[src/design/tlbPkg.sv]
// Sv39 data TLB shared widths, vector types, mode constants and register map
package tlbPkg;

  ////////////////////////////////////////
  // Widths
  ////////////////////////////////////////

  localparam int xLen           = 64;
  localparam int vpnBits        = 27;  // Three 9-bit VPN fields of Sv39
  localparam int ppnBits        = 44;
  localparam int pAdrBits       = 56;
  localparam int pageOffsetBits = 12;  // 4 KiB pages only
  localparam int tlbEntries     = 8;
  localparam int tlbIndexBits   = 3;

  ////////////////////////////////////////
  // Vector types
  ////////////////////////////////////////

  typedef logic [xLen-1:0]     vAdrT;
  typedef logic [pAdrBits-1:0] pAdrT;
  typedef logic [vpnBits-1:0]  vpnT;
  typedef logic [ppnBits-1:0]  ppnT;
  // PTE flags from bit 7 down are D A G U X W R V
  typedef logic [7:0]          pteBitsT;
  typedef logic [1:0]          privT;
  typedef logic [3:0]          satpModeT;
  // Access size as log2 of the byte count
  typedef logic [1:0]          accSizeT;
  typedef logic [5:0]          wbAdrT;
  typedef logic [63:0]         wbDataT;

  // Privilege modes
  localparam privT uMode = 2'd0;
  localparam privT sMode = 2'd1;
  localparam privT mMode = 2'd3;

  // SATP mode field values
  localparam satpModeT satpBare = 4'd0;
  localparam satpModeT satpSv39 = 4'd8;

  ////////////////////////////////////////
  // Configuration register byte offsets
  ////////////////////////////////////////

  localparam wbAdrT regSatp   = 6'h00;  // Mode in bits 63:60 as in the satp CSR
  localparam wbAdrT regStatus = 6'h08;  // MXR 0, SUM 1, MPRV 2, MPP 4:3
  localparam wbAdrT regVpn    = 6'h10;
  localparam wbAdrT regPpn    = 6'h18;
  localparam wbAdrT regPte    = 6'h20;  // Write commits the staged refill
  localparam wbAdrT regFlush  = 6'h28;  // Write invalidates every entry

  // Wishbone slave handshake states
  typedef enum logic {wbIdle, wbAck} wbStateT;

endpackage

[src/design/dataTlb.sv]
// Sv39 data TLB top joining the config port and the three-stage translation pipe
module dataTlb (
  input  logic           clk,
  input  logic           arstN,
  // Wishbone configuration port
  input  logic           wbCyc,
  input  logic           wbStb,
  input  logic           wbWe,
  input  tlbPkg::wbAdrT  wbAdr,
  input  tlbPkg::wbDataT wbDatW,
  output tlbPkg::wbDataT wbDatR,
  output logic           wbAck,
  // Translation request stream
  input  logic           reqValid,
  input  tlbPkg::vAdrT   reqVAdr,
  input  logic           reqRead,
  input  logic           reqWrite,
  input  tlbPkg::accSizeT reqSize,
  input  tlbPkg::privT   reqPriv,
  output logic           reqReady,
  // Translation response stream
  output logic           respValid,
  output tlbPkg::pAdrT   respPAdr,
  output logic           respMiss,
  output logic           respPageFault,
  input  logic           respReady
);

  tlbPkg::satpModeT satpMode;
  logic             statusMxr, statusSum, statusMprv;
  tlbPkg::privT     statusMpp;
  logic             refillValid, flush;
  tlbPkg::vpnT      refillVpn;
  tlbPkg::ppnT      refillPpn;
  tlbPkg::pteBitsT  refillPte;
  logic             stall, stageEnable;
  logic             s1Valid, s1Read, s1Write, s1Translate, s1NonCanonical, s1Misaligned;
  tlbPkg::vAdrT     s1VAdr, s2VAdr;
  tlbPkg::privT     s1Priv, s2Priv;
  logic             s2Valid, s2Read, s2Write, s2Translate, s2NonCanonical, s2Misaligned;
  logic             s2Hit;
  tlbPkg::ppnT      s2Ppn;
  tlbPkg::pteBitsT  s2Pte;

  // Whole pipe freezes while a response waits
  assign stall       = respValid & ~respReady;
  assign stageEnable = ~stall;
  assign reqReady    = stageEnable;

  tlbConfigPort i_tlbConfigPort (
    .clk, .arstN, .wbCyc, .wbStb, .wbWe, .wbAdr, .wbDatW, .wbDatR, .wbAck,
    .satpMode, .statusMxr, .statusSum, .statusMprv, .statusMpp,
    .refillValid, .refillVpn, .refillPpn, .refillPte, .flush
  );

  tlbRequestStage i_tlbRequestStage (
    .clk, .arstN, .stageEnable, .reqValid, .reqVAdr, .reqRead, .reqWrite,
    .reqSize, .reqPriv, .satpMode, .statusMprv, .statusMpp,
    .s1Valid, .s1VAdr, .s1Read, .s1Write, .s1Priv, .s1Translate,
    .s1NonCanonical, .s1Misaligned
  );

  tlbCam i_tlbCam (
    .clk, .arstN, .stageEnable, .s1Valid, .s1VAdr, .s1Read, .s1Write, .s1Priv,
    .s1Translate, .s1NonCanonical, .s1Misaligned,
    .refillValid, .refillVpn, .refillPpn, .refillPte, .flush,
    .s2Valid, .s2VAdr, .s2Read, .s2Write, .s2Priv, .s2Translate,
    .s2NonCanonical, .s2Misaligned, .s2Hit, .s2Ppn, .s2Pte
  );

  tlbControl i_tlbControl (
    .clk, .arstN, .stageEnable, .s2Valid, .s2VAdr, .s2Read, .s2Write, .s2Priv,
    .s2Translate, .s2NonCanonical, .s2Misaligned, .s2Hit, .s2Ppn, .s2Pte,
    .statusMxr, .statusSum, .respValid, .respPAdr, .respMiss, .respPageFault
  );

endmodule

[src/design/tlbCam.sv]
// Second TLB stage with eight fully associative entries and round-robin refill
module tlbCam (
  input  logic            clk,
  input  logic            arstN,
  input  logic            stageEnable,
  input  logic            s1Valid,
  input  tlbPkg::vAdrT    s1VAdr,
  input  logic            s1Read,
  input  logic            s1Write,
  input  tlbPkg::privT    s1Priv,
  input  logic            s1Translate,
  input  logic            s1NonCanonical,
  input  logic            s1Misaligned,
  input  logic            refillValid,
  input  tlbPkg::vpnT     refillVpn,
  input  tlbPkg::ppnT     refillPpn,
  input  tlbPkg::pteBitsT refillPte,
  input  logic            flush,
  output logic            s2Valid,
  output tlbPkg::vAdrT    s2VAdr,
  output logic            s2Read,
  output logic            s2Write,
  output tlbPkg::privT    s2Priv,
  output logic            s2Translate,
  output logic            s2NonCanonical,
  output logic            s2Misaligned,
  output logic            s2Hit,
  output tlbPkg::ppnT     s2Ppn,
  output tlbPkg::pteBitsT s2Pte
);

  logic [tlbPkg::tlbEntries-1:0]   entryValid;
  tlbPkg::vpnT                     entryVpn [tlbPkg::tlbEntries];
  tlbPkg::ppnT                     entryPpn [tlbPkg::tlbEntries];
  tlbPkg::pteBitsT                 entryPte [tlbPkg::tlbEntries];
  logic [tlbPkg::tlbIndexBits-1:0] rrPtr;
  logic [tlbPkg::tlbIndexBits-1:0] refillMatchIdx;
  logic [tlbPkg::tlbIndexBits-1:0] victimIdx;
  logic                            refillMatch;
  tlbPkg::vpnT                     lookupVpn;
  logic                            lookupHit;
  tlbPkg::ppnT                     lookupPpn;
  tlbPkg::pteBitsT                 lookupPte;

  ////////////////////////////////////////
  // Refill and flush
  ////////////////////////////////////////

  // Existing copy of the page is overwritten so VPNs stay unique
  always_comb begin
    refillMatch    = 1'b0;
    refillMatchIdx = '0;
    for (int i = 0; i < tlbPkg::tlbEntries; i++) begin
      if (entryValid[i] && (entryVpn[i] == refillVpn)) begin
        refillMatch    = 1'b1;
        refillMatchIdx = i[tlbPkg::tlbIndexBits-1:0];
      end
    end
  end

  assign victimIdx = refillMatch ? refillMatchIdx : rrPtr;

  // Flush leaves the replacement pointer where it is
  always_ff @(posedge clk or negedge arstN) begin
    if (!arstN) begin
      entryValid <= '0;
      rrPtr      <= '0;
    end else if (flush) begin
      entryValid <= '0;
    end else if (refillValid) begin
      entryValid[victimIdx] <= 1'b1;
      if (!refillMatch) rrPtr <= rrPtr + 1'b1;
    end
  end

  always_ff @(posedge clk) begin
    if (refillValid) begin
      entryVpn[victimIdx] <= refillVpn;
      entryPpn[victimIdx] <= refillPpn;
      entryPte[victimIdx] <= refillPte;
    end
  end

  ////////////////////////////////////////
  // Lookup
  ////////////////////////////////////////

  assign lookupVpn = s1VAdr[tlbPkg::pageOffsetBits+tlbPkg::vpnBits-1:tlbPkg::pageOffsetBits];

  // At most one entry can match
  always_comb begin
    lookupHit = 1'b0;
    lookupPpn = '0;
    lookupPte = '0;
    for (int i = 0; i < tlbPkg::tlbEntries; i++) begin
      if (entryValid[i] && (entryVpn[i] == lookupVpn)) begin
        lookupHit = 1'b1;
        lookupPpn = entryPpn[i];
        lookupPte = entryPte[i];
      end
    end
  end

  always_ff @(posedge clk or negedge arstN) begin
    if (!arstN) s2Valid <= 1'b0;
    else if (stageEnable) s2Valid <= s1Valid;
  end

  always_ff @(posedge clk) begin
    if (stageEnable) begin
      s2VAdr         <= s1VAdr;
      s2Read         <= s1Read;
      s2Write        <= s1Write;
      s2Priv         <= s1Priv;
      s2Translate    <= s1Translate;
      s2NonCanonical <= s1NonCanonical;
      s2Misaligned   <= s1Misaligned;
      s2Hit          <= lookupHit;
      s2Ppn          <= lookupPpn;
      s2Pte          <= lookupPte;
    end
  end

endmodule

[src/design/tlbConfigPort.sv]
// Wishbone classic slave with SATP mode, status bits, refill staging and flush
module tlbConfigPort (
  input  logic             clk,
  input  logic             arstN,
  input  logic             wbCyc,
  input  logic             wbStb,
  input  logic             wbWe,
  input  tlbPkg::wbAdrT    wbAdr,
  input  tlbPkg::wbDataT   wbDatW,
  output tlbPkg::wbDataT   wbDatR,
  output logic             wbAck,
  output tlbPkg::satpModeT satpMode,
  output logic             statusMxr,
  output logic             statusSum,
  output logic             statusMprv,
  output tlbPkg::privT     statusMpp,
  output logic             refillValid,
  output tlbPkg::vpnT      refillVpn,
  output tlbPkg::ppnT      refillPpn,
  output tlbPkg::pteBitsT  refillPte,
  output logic             flush
);

  tlbPkg::wbStateT wbState;
  tlbPkg::pteBitsT pteReg;
  logic            writeStrobe;

  // One idle cycle then exactly one ack cycle per transfer
  always_ff @(posedge clk or negedge arstN) begin
    if (!arstN) begin
      wbState <= tlbPkg::wbIdle;
    end else if (wbState == tlbPkg::wbIdle) begin
      if (wbCyc && wbStb) wbState <= tlbPkg::wbAck;
    end else begin
      wbState <= tlbPkg::wbIdle;
    end
  end

  assign wbAck       = (wbState == tlbPkg::wbAck);
  // Master holds address and data stable through the ack cycle
  assign writeStrobe = wbAck && wbWe;

  ////////////////////////////////////////
  // Register writes
  ////////////////////////////////////////

  always_ff @(posedge clk or negedge arstN) begin
    if (!arstN) begin
      satpMode   <= tlbPkg::satpBare;
      statusMxr  <= 1'b0;
      statusSum  <= 1'b0;
      statusMprv <= 1'b0;
      statusMpp  <= tlbPkg::uMode;
      refillVpn  <= '0;
      refillPpn  <= '0;
      pteReg     <= '0;
    end else if (writeStrobe) begin
      case (wbAdr)
        tlbPkg::regSatp: satpMode <= wbDatW[63:60];
        tlbPkg::regStatus: begin
          statusMxr  <= wbDatW[0];
          statusSum  <= wbDatW[1];
          statusMprv <= wbDatW[2];
          statusMpp  <= wbDatW[4:3];
        end
        tlbPkg::regVpn: refillVpn <= wbDatW[tlbPkg::vpnBits-1:0];
        tlbPkg::regPpn: refillPpn <= wbDatW[tlbPkg::ppnBits-1:0];
        tlbPkg::regPte: pteReg    <= wbDatW[7:0];
        default: ;
      endcase
    end
  end

  // Strobes fire during the ack of the matching write
  assign refillValid = writeStrobe && (wbAdr == tlbPkg::regPte);
  assign flush       = writeStrobe && (wbAdr == tlbPkg::regFlush);
  // Flag byte comes straight from the committing write
  assign refillPte   = wbDatW[7:0];

  ////////////////////////////////////////
  // Readback
  ////////////////////////////////////////

  always_comb begin
    wbDatR = '0;
    case (wbAdr)
      tlbPkg::regSatp:   wbDatR[63:60] = satpMode;
      tlbPkg::regStatus: wbDatR[4:0]   = {statusMpp, statusMprv, statusSum, statusMxr};
      tlbPkg::regVpn:    wbDatR[tlbPkg::vpnBits-1:0] = refillVpn;
      tlbPkg::regPpn:    wbDatR[tlbPkg::ppnBits-1:0] = refillPpn;
      tlbPkg::regPte:    wbDatR[7:0]   = pteReg;
      default:           wbDatR        = '0;  // Flush and unmapped offsets
    endcase
  end

endmodule

[src/design/tlbControl.sv]
// Third TLB stage checking page permissions and forming the physical address
module tlbControl (
  input  logic            clk,
  input  logic            arstN,
  input  logic            stageEnable,
  input  logic            s2Valid,
  input  tlbPkg::vAdrT    s2VAdr,
  input  logic            s2Read,
  input  logic            s2Write,
  input  tlbPkg::privT    s2Priv,
  input  logic            s2Translate,
  input  logic            s2NonCanonical,
  input  logic            s2Misaligned,
  input  logic            s2Hit,
  input  tlbPkg::ppnT     s2Ppn,
  input  tlbPkg::pteBitsT s2Pte,
  input  logic            statusMxr,
  input  logic            statusSum,
  output logic            respValid,
  output tlbPkg::pAdrT    respPAdr,
  output logic            respMiss,
  output logic            respPageFault
);

  logic         pteD, pteA, pteU, pteX, pteW, pteR, pteV;
  logic         improperPrivilege;
  logic         invalidRead;
  logic         invalidWrite;
  logic         daFault;
  logic         miss;
  logic         pageFault;
  tlbPkg::pAdrT pAdr;

  // Split the flag byte, G is not used without ASIDs
  assign {pteD, pteA} = s2Pte[7:6];
  assign {pteU, pteX, pteW, pteR, pteV} = s2Pte[4:0];

  ////////////////////////////////////////
  // Permission rules
  ////////////////////////////////////////

  // User only on U pages, supervisor on U pages only with SUM
  assign improperPrivilege = ((s2Priv == tlbPkg::uMode) & ~pteU) |
                             ((s2Priv == tlbPkg::sMode) & pteU & ~statusSum);

  // MXR makes executable pages readable
  assign invalidRead  = s2Read & ~pteR & (~statusMxr | ~pteX);
  assign invalidWrite = s2Write & ~pteW;

  // Software manages A and D so either case traps
  assign daFault = ~pteA | (s2Write & ~pteD);

  assign miss      = s2Translate & ~s2Hit;
  assign pageFault = s2Translate & s2Hit &
                     (improperPrivilege | invalidRead | invalidWrite | daFault |
                      s2NonCanonical | s2Misaligned | ~pteV);

  // Untranslated accesses keep the low physical bits of the virtual address
  assign pAdr = s2Translate ? {s2Ppn, s2VAdr[tlbPkg::pageOffsetBits-1:0]}
                            : s2VAdr[tlbPkg::pAdrBits-1:0];

  ////////////////////////////////////////
  // Response register
  ////////////////////////////////////////

  always_ff @(posedge clk or negedge arstN) begin
    if (!arstN) begin
      respValid     <= 1'b0;
      respMiss      <= 1'b0;
      respPageFault <= 1'b0;
    end else if (stageEnable) begin
      respValid     <= s2Valid;
      respMiss      <= miss;
      respPageFault <= pageFault;
    end
  end

  always_ff @(posedge clk) begin
    if (stageEnable) respPAdr <= pAdr;
  end

endmodule

[src/design/tlbRequestStage.sv]
// First TLB stage qualifying a load or store request before lookup
module tlbRequestStage (
  input  logic             clk,
  input  logic             arstN,
  input  logic             stageEnable,
  input  logic             reqValid,
  input  tlbPkg::vAdrT     reqVAdr,
  input  logic             reqRead,
  input  logic             reqWrite,
  input  tlbPkg::accSizeT  reqSize,
  input  tlbPkg::privT     reqPriv,
  input  tlbPkg::satpModeT satpMode,
  input  logic             statusMprv,
  input  tlbPkg::privT     statusMpp,
  output logic             s1Valid,
  output tlbPkg::vAdrT     s1VAdr,
  output logic             s1Read,
  output logic             s1Write,
  output tlbPkg::privT     s1Priv,
  output logic             s1Translate,
  output logic             s1NonCanonical,
  output logic             s1Misaligned
);

  tlbPkg::privT effPriv;
  logic         translate;
  logic         nonCanonical;
  logic         misaligned;

  // Data accesses run at MPP while MPRV is set
  assign effPriv   = statusMprv ? statusMpp : reqPriv;
  assign translate = (satpMode == tlbPkg::satpSv39) && (effPriv != tlbPkg::mMode);

  // Sv39 upper bits must copy bit 38
  assign nonCanonical = (reqVAdr[63:39] != {25{reqVAdr[38]}});

  // Low address bits must be clear for the access size
  always_comb begin
    case (reqSize)
      2'd0:    misaligned = 1'b0;
      2'd1:    misaligned = reqVAdr[0];
      2'd2:    misaligned = |reqVAdr[1:0];
      default: misaligned = |reqVAdr[2:0];
    endcase
  end

  always_ff @(posedge clk or negedge arstN) begin
    if (!arstN) s1Valid <= 1'b0;
    else if (stageEnable) s1Valid <= reqValid;
  end

  // Request payload
  always_ff @(posedge clk) begin
    if (stageEnable) begin
      s1VAdr         <= reqVAdr;
      s1Read         <= reqRead;
      s1Write        <= reqWrite;
      s1Priv         <= effPriv;  // Later stages see the effective mode
      s1Translate    <= translate;
      s1NonCanonical <= nonCanonical;
      s1Misaligned   <= misaligned;
    end
  end

endmodule

[config.mk]
export PLATFORM = sky130hd
export DESIGN_NAME = dataTlb
export DESIGN_NICKNAME = d
export VERILOG_FILES = /design/src/design/tlbPkg.sv /design/src/design/dataTlb.sv /design/src/design/tlbCam.sv /design/src/design/tlbConfigPort.sv /design/src/design/tlbControl.sv /design/src/design/tlbRequestStage.sv
export SDC_FILE = /design/constraint.sdc
export NUM_CORES = 1
export LEC_CHECK = 0
export BUFFER_PORTS_ARGS = -buffer_cell sky130_fd_sc_hd__buf_2
export CAP_MARGIN = 10
export CORE_MARGIN = 1
export CORE_UTILIZATION = 60
export DETAILED_ROUTE_END_ITERATION = 10
export PLACE_DENSITY_LB_ADDON = 0.12
export SETUP_SLACK_MARGIN = 0.2
export SLEW_MARGIN = 20
export SYNTH_ARGS = -nofsm -noshare
export SYNTH_HDL_FRONTEND = slang
export SYNTH_HIERARCHICAL = 1
export SYNTH_SLANG_ARGS = --single-unit
[constraint.sdc]
create_clock -name clk -period 17.1 [get_ports clk]
set_clock_uncertainty 0.15 [all_clocks]
set_input_delay 3.42 -clock clk [delete_from_list [all_inputs] [get_ports clk]]
set_output_delay 3.42 -clock clk [all_outputs]
set_load 0.02 [all_outputs]
==> run_results.csv, run 1 <==
group,metric,value,unit
clock_tree,root_buffer,"clkbuf_16",
global_routing,grt_pass1_vias,24036,
global_routing,overflow,0,
global_routing,grt_usage,30.87,%
timing,relSlewSlack,22.33,%
clock_tree,ctsHtreeMaxLevel,3,
clock_tree,insertion_delay,660,ps
worst_setup_path,cp_num_buf_inv,3,
clock_tree,cts_buffer_depth,3,
worst_setup_path,arrival,5740,ps
worst_setup_path,cp.required,13530,ps
route,viasPerCell,6.164,
yosys,netlist_instances,2657,
route,routed_wl,106.2,mm
floorplan,initial_core_util,60.83,%
flow_run,maxCapViolations,0,
timing,clock.fmax,107.4,MHz
timing,period_share,54.45,%
placement,gp_congestion,0.9379,
floorplan,io_pins,272,
clock_tree,cts_num_sinks,963,
yosys,yosysWarnings,6,
route,vias,23875,
worst_setup_path,cp_top_family,"simple AND/OR/NAND/NOR gates",
placement,place_area,42910,um^2
timing,setup_tns,0,ps
floorplan,fp.dieArea,69260,um^2
timing,worstMarginPinSlew,1165,ps
clock_tree,tritoncts,"yes",
route,drc,0,
floorplan,die_y,263.2,um
clock_tree,clk_pin_slew,60,ps
power_and_ir_drop,ir_worst_vdd,0.0001226,V
yosys,syn_area,40930,um^2
cells_and_area,finalInstanceArea,46430,um^2
worst_setup_path,endpoint_kind,"output port",
cells_and_area,final_layout_size_suffix_gt1_share,23.27,%
route,initialDrtViolationCount,2563,
floorplan,rows,95,
power_and_ir_drop,power.total,0.005794,W
cells_and_area,final_cell_mix,"858 x edfxtp_1, 288 x xnor2_1, 238 x buf_2",
yosys,syn_area_per_cell,15.40,um^2
power_and_ir_drop,p_leak,17.55,nW
clock_tree,cts_buffers,98,
timing,hold_violations,0,
route,route.detailed.wl_per_inst,27.43,um
clock_tree,hold_buffers,0,
min_path,hp-class,"reg2reg",
cells_and_area,final_common_cell,"edfxtp_1",
worst_setup_path,slowest_stage,"or4b_1",
timing,rsz0062_at_grt,"no",
power_and_ir_drop,power.density,124.8,nW/um^2
route,antenna_left,0,
cells_and_area,area_delta_synth_final,13.45,%
cells_and_area,fin_nets,3063,
worst_setup_path,crit_path_start_kind,"input port",
worst_setup_path,crit_chain,"buf_2 -> or4b_1 -> nor3b_4 -> buf_4 -> a22o_1 -> buf_2",
global_routing,grt_max_degree,76,
global_routing,antenna_found_initial,1,
timing,min_period,9311,ps
worst_setup_path,worst-path-max-fanout,33,
route,drtPass1Iterations,5,
timing,drv_slew,0,
floorplan,die_w,263.2,um
cells_and_area,n_antenna_cell,0,
clock_tree,ctsResizeCount,0,
worst_setup_path,crit_top_cell,"buf_2",
cells_and_area,n_fill_cell,4495,
status,status,"finished, final reports clean",
timing,setup_viol,0,
placement,dp_hpwl,61.04,mm
global_routing,grt_pass1_wl,155.7,mm
placement,io_buffers,239,
floorplan,core-area,67280,um^2
worst_setup_path,path_class,"in2out",
worst_setup_path,critPathMaxStageDelay,800,ps
clock_tree,post_cts_buffers,0,
[layout make-up]
cell class	instances	area (um^2)	area share, %
flip-flops and latches	963	28390	61.15
multi-input cells	1424	11230	24.20
clock buffers	132	2870	6.182
repair buffers	314	1765	3.802
well taps	873	1092	2.353
clock inverters	53	646.9	1.393
inverters	114	427.9	0.9216
[worst register-to-register path: cells and delay by family, from the launching register on]
family | cells | cell delay [ps]
buf+inv | 2 | 1350
flops | 1 | 800
simple gates | 7 | 2570
xor+xnor | 1 | 140
[per-layer routing]
layer	vias up	share of wire, %	global-route usage [%]
met5	-	0	0
met4	0	2.6	9.578
met3	194	9.4	5.014
met2	1225	48	49.97
met1	12109	40	43.29
li1	10347	-	-
[registers in the layout (all words and copies together), names as in the netlist, 8 cells and up]
signal / cells
i_tlbControl/respPAdr: 56
i_tlbCam/entryPpn: 352
i_tlbRequestStage/s1VAdr: 56
i_tlbConfigPort/refillPpn: 44
i_tlbCam/entryVpn: 216
i_tlbCam/entryPte: 56
i_tlbCam/s2Ppn: 44
i_tlbCam/s2VAdr: 56
i_tlbConfigPort/refillVpn: 27
i_tlbCam/entryValid: 8
i_tlbConfigPort/pteReg: 8
[final timing paths]
path / endpoint / startpoint / cells past startpoint / slack [ps]
setup / recovery: wbDatR[13] / wbAdr[1] / 6 / 7790
hold / removal: i_tlbCam/s2Translate / i_tlbRequestStage/s1Translate / 0 / 260
setup reg to reg: i_tlbCam/entryPpn[6][22] / i_tlbConfigPort/refillVpn[8] / 10 / 11650
hold reg to reg: i_tlbCam/s2Translate / i_tlbRequestStage/s1Translate / 0 / 260
max in group asynchronous: i_tlbCam/entryValid[0] / arstN / 2 / 12840
min in group asynchronous: i_tlbConfigPort/refillPpn[16] / arstN / 1 / 2580
[per-stage QoR]
stage / utilization, % / cells / setup WS (ps) / hold slack [ps]
after CTS: 69.00 / 3873 / 7804 / 263.3
after floorplan: - / 2672 / 4232 / 250.3
after detailed placement: 63.78 / 3688 / 7824 / 254.5
final: 69.01 / 3873 / 7789 / 262.6
after global routing: 69.01 / 3873 / 7712 / 269.2
after global placement: 63.78 / 3688 / 7881 / 250.2
[power by group]
| part | switching [W] | internal [W] | leakage, nW |
|---|---|---|---|
| logic | 0.000373 | 0.000224 | 5.99 |
| clock network | 0.000907 | 0.00138 | 1.72 |
| registers | 0.000118 | 0.00279 | 9.84 |
(Power assumes the default switching activity.)
==> run 2: changes to the inputs <==
- clock period: 17.1 -> 9.7 ns (I/O delays scaled with it)
==> run 2 against run 1 <==
Against the previous run: sequential cell count unchanged; cell count is 0.15% higher; count of clock-buffer cells in the layout fell by 5; clock power rose by 70%; global-route usage grew 0.36 points; largest cell class unchanged.
==> run_results.csv, run 2 (same netlist as run 1, synthesis figures left out) <==
group,metric,value,unit
floorplan,core-area,67280,um^2
clock_tree,hold_buffers,0,
cells_and_area,area_delta_synth_final,13.23,%
flow_run,maxCapViolations,0,
timing,min_period,6444,ps
route,route.detailed.wl_per_inst,27.78,um
clock_tree,root_buffer,"clkbuf_16",
floorplan,io_pins,272,
route,vias,24083,
worst_setup_path,arrival,4350,ps
floorplan,die_y,263.2,um
min_path,hp-class,"reg2reg",
timing,setup_slack,3256,ps
clock_tree,insertion_delay,680,ps
placement,io_buffers,239,
floorplan,fp.dieArea,69260,um^2
cells_and_area,final_common_cell,"edfxtp_1",
floorplan,rows,95,
timing,setup_tns,0,ps
timing,drv_slew,0,
global_routing,grt_pass1_vias,23962,
placement,pre_cts_ws,3036,ps
power_and_ir_drop,power.density,217.5,nW/um^2
route,viasPerCell,6.209,
global_routing,grt_pass1_wl,157.0,mm
clock_tree,cts_buffer_depth,3,
floorplan,die_w,263.2,um
timing,worstMarginPinSlew,1148,ps
timing,period_share,66.44,%
cells_and_area,post-route-util,68.88,%
cells_and_area,largest_register,"i_tlbCam/entryPpn",
placement,gp_congestion,0.9001,
status,status,"finished, final reports clean",
clock_tree,tritoncts,"yes",
route,drtPass1Iterations,5,
worst_setup_path,regToRegEndpoint,"i_tlbCam/entryVpn[6][1]",
clock_tree,ctsResizeCount,0,
global_routing,grt_usage,31.23,%
cells_and_area,final_cell_mix,"858 x edfxtp_1, 288 x xnor2_1, 238 x buf_2",
worst_setup_path,r2r_setup_slack,4110,ps
global_routing,antenna_found_initial,2,
cells_and_area,fin_nets,3071,
timing,hold_violations,0,
timing,relSlewSlack,23.50,%
cells_and_area,reg_top3,"i_tlbCam/entryPpn (352), i_tlbCam/entryVpn (216)",
worst_setup_path,critPathLaunch,"wbAdr[1]",
worst_setup_path,worst-path-max-fanout,33,
power_and_ir_drop,p_leak,17.51,nW
route,initialDrtViolationCount,2494,
timing,clock.fmax,155.2,MHz
route,antenna_left,0,
timing,rsz0062_at_grt,"no",
cells_and_area,n_antenna_cell,0,
worst_setup_path,ff2ff_path_depth,10,
worst_setup_path,endpoint_kind,"output port",
worst_setup_path,crit_path_start_kind,"input port",
route,routed_wl,107.8,mm
worst_setup_path,cp-endpoint,"wbDatR[19]",
route,drc,0,
worst_setup_path,path_class,"in2out",
clock_tree,cts_buffers,97,
global_routing,overflow,0,
worst_setup_path,cp.required,7610,ps
cells_and_area,n_fill_cell,4525,
placement,dp_hpwl,62.02,mm
clock_tree,cts_num_sinks,963,
global_routing,grt_max_degree,104,
cells_and_area,final_layout_size_suffix_gt1_share,23.22,%
timing,setup_viol,0,
clock_tree,clk_pin_slew,60,ps
clock_tree,post_cts_buffers,0,
power_and_ir_drop,ir_worst_vdd,0.0002019,V
power_and_ir_drop,power.total,0.01008,W
clock_tree,ctsHtreeMaxLevel,3,
cells_and_area,largest_register_ffs,352,
floorplan,initial_core_util,60.83,%
worst_setup_path,r2r-start,"i_tlbConfigPort/refillVpn[8]",
==> run 2: changes by cell type in the layout (fill, tap and decap cells not counted), moves of 2 or more <==
cell       before  now
buf_4          75   82
inv_6           0    3
clkinv_1       10   13
clkbuf_16     106   97
clkinv_8        3    0
clkinv_2       19   16
clkbuf_1       14   17
clkinv_16       0    2
==> run 2: metrics by stage <==
stage / cell area [um^2] / hold slack (ps) / cells
global placement: 42990 / 251.1 / 3696
finish: 46340 / 266.3 / 3879
floorplan: 40990 / 250.3 / 2672
CTS: 46330 / 259.0 / 3878
global route: 46340 / 267.8 / 3879
detailed placement: 42990 / 254.5 / 3696
==> run 2: worst min-delay path by stage <==
stage | startpoint | end | slack (ps) | cells after the start
after floorplan | i_tlbRequestStage/s1Misaligned | i_tlbCam/s2Misaligned | 250 | 0
after global placement | i_tlbRequestStage/s1VAdr[9] | i_tlbCam/s2VAdr[9] | 250 | 0
after detailed placement | i_tlbRequestStage/s1Priv[1] | i_tlbCam/s2Priv[1] | 250 | 0
after CTS | i_tlbRequestStage/s1VAdr[42] | i_tlbCam/s2VAdr[42] | 260 | 0
after global routing | i_tlbRequestStage/s1VAdr[42] | i_tlbCam/s2VAdr[42] | 270 | 0
final | i_tlbRequestStage/s1VAdr[42] | i_tlbCam/s2VAdr[42] | 270 | 0
==> run 2: layer usage <==
metal | track usage (%) | up-vias | wire, um
met5 | 0 | - | 0
met4 | 10.16 | 0 | 3323
met3 | 5.500 | 200 | 9883
met2 | 50.21 | 1254 | 51130
met1 | 43.63 | 12279 | 43420
li1 | - | 10350 | -
==> run 2: area by class of cell <==
| class | count | area [um^2] | area share, % |
|---|---|---|---|
| flip-flops and latches | 963 | 28390 | 61.27 |
| inverters | 114 | 427.9 | 0.9234 |
| multi-input cells | 1424 | 11230 | 24.24 |
| clock buffers | 127 | 2670 | 5.762 |
| repair buffers | 323 | 1849 | 3.991 |
| well taps | 873 | 1092 | 2.357 |
| clock inverters | 55 | 673.1 | 1.453 |
==> run 2: report_power, final <==
part | switching [W] | total, W | internal, W
Sequential | 0.000168 | 0.00509 | 0.00493
Combinational | 0.000706 | 0.00111 | 0.000401
Clock | 0.00160 | 0.00388 | 0.00228
Total | 0.00248 | 0.0101 | 0.00760
==> run 2: critical path: stages <==
cell	delay, ps
buf_2	110
or4b_1	800
nor3b_4	430
buf_4	510
a22o_1	290
buf_2	190
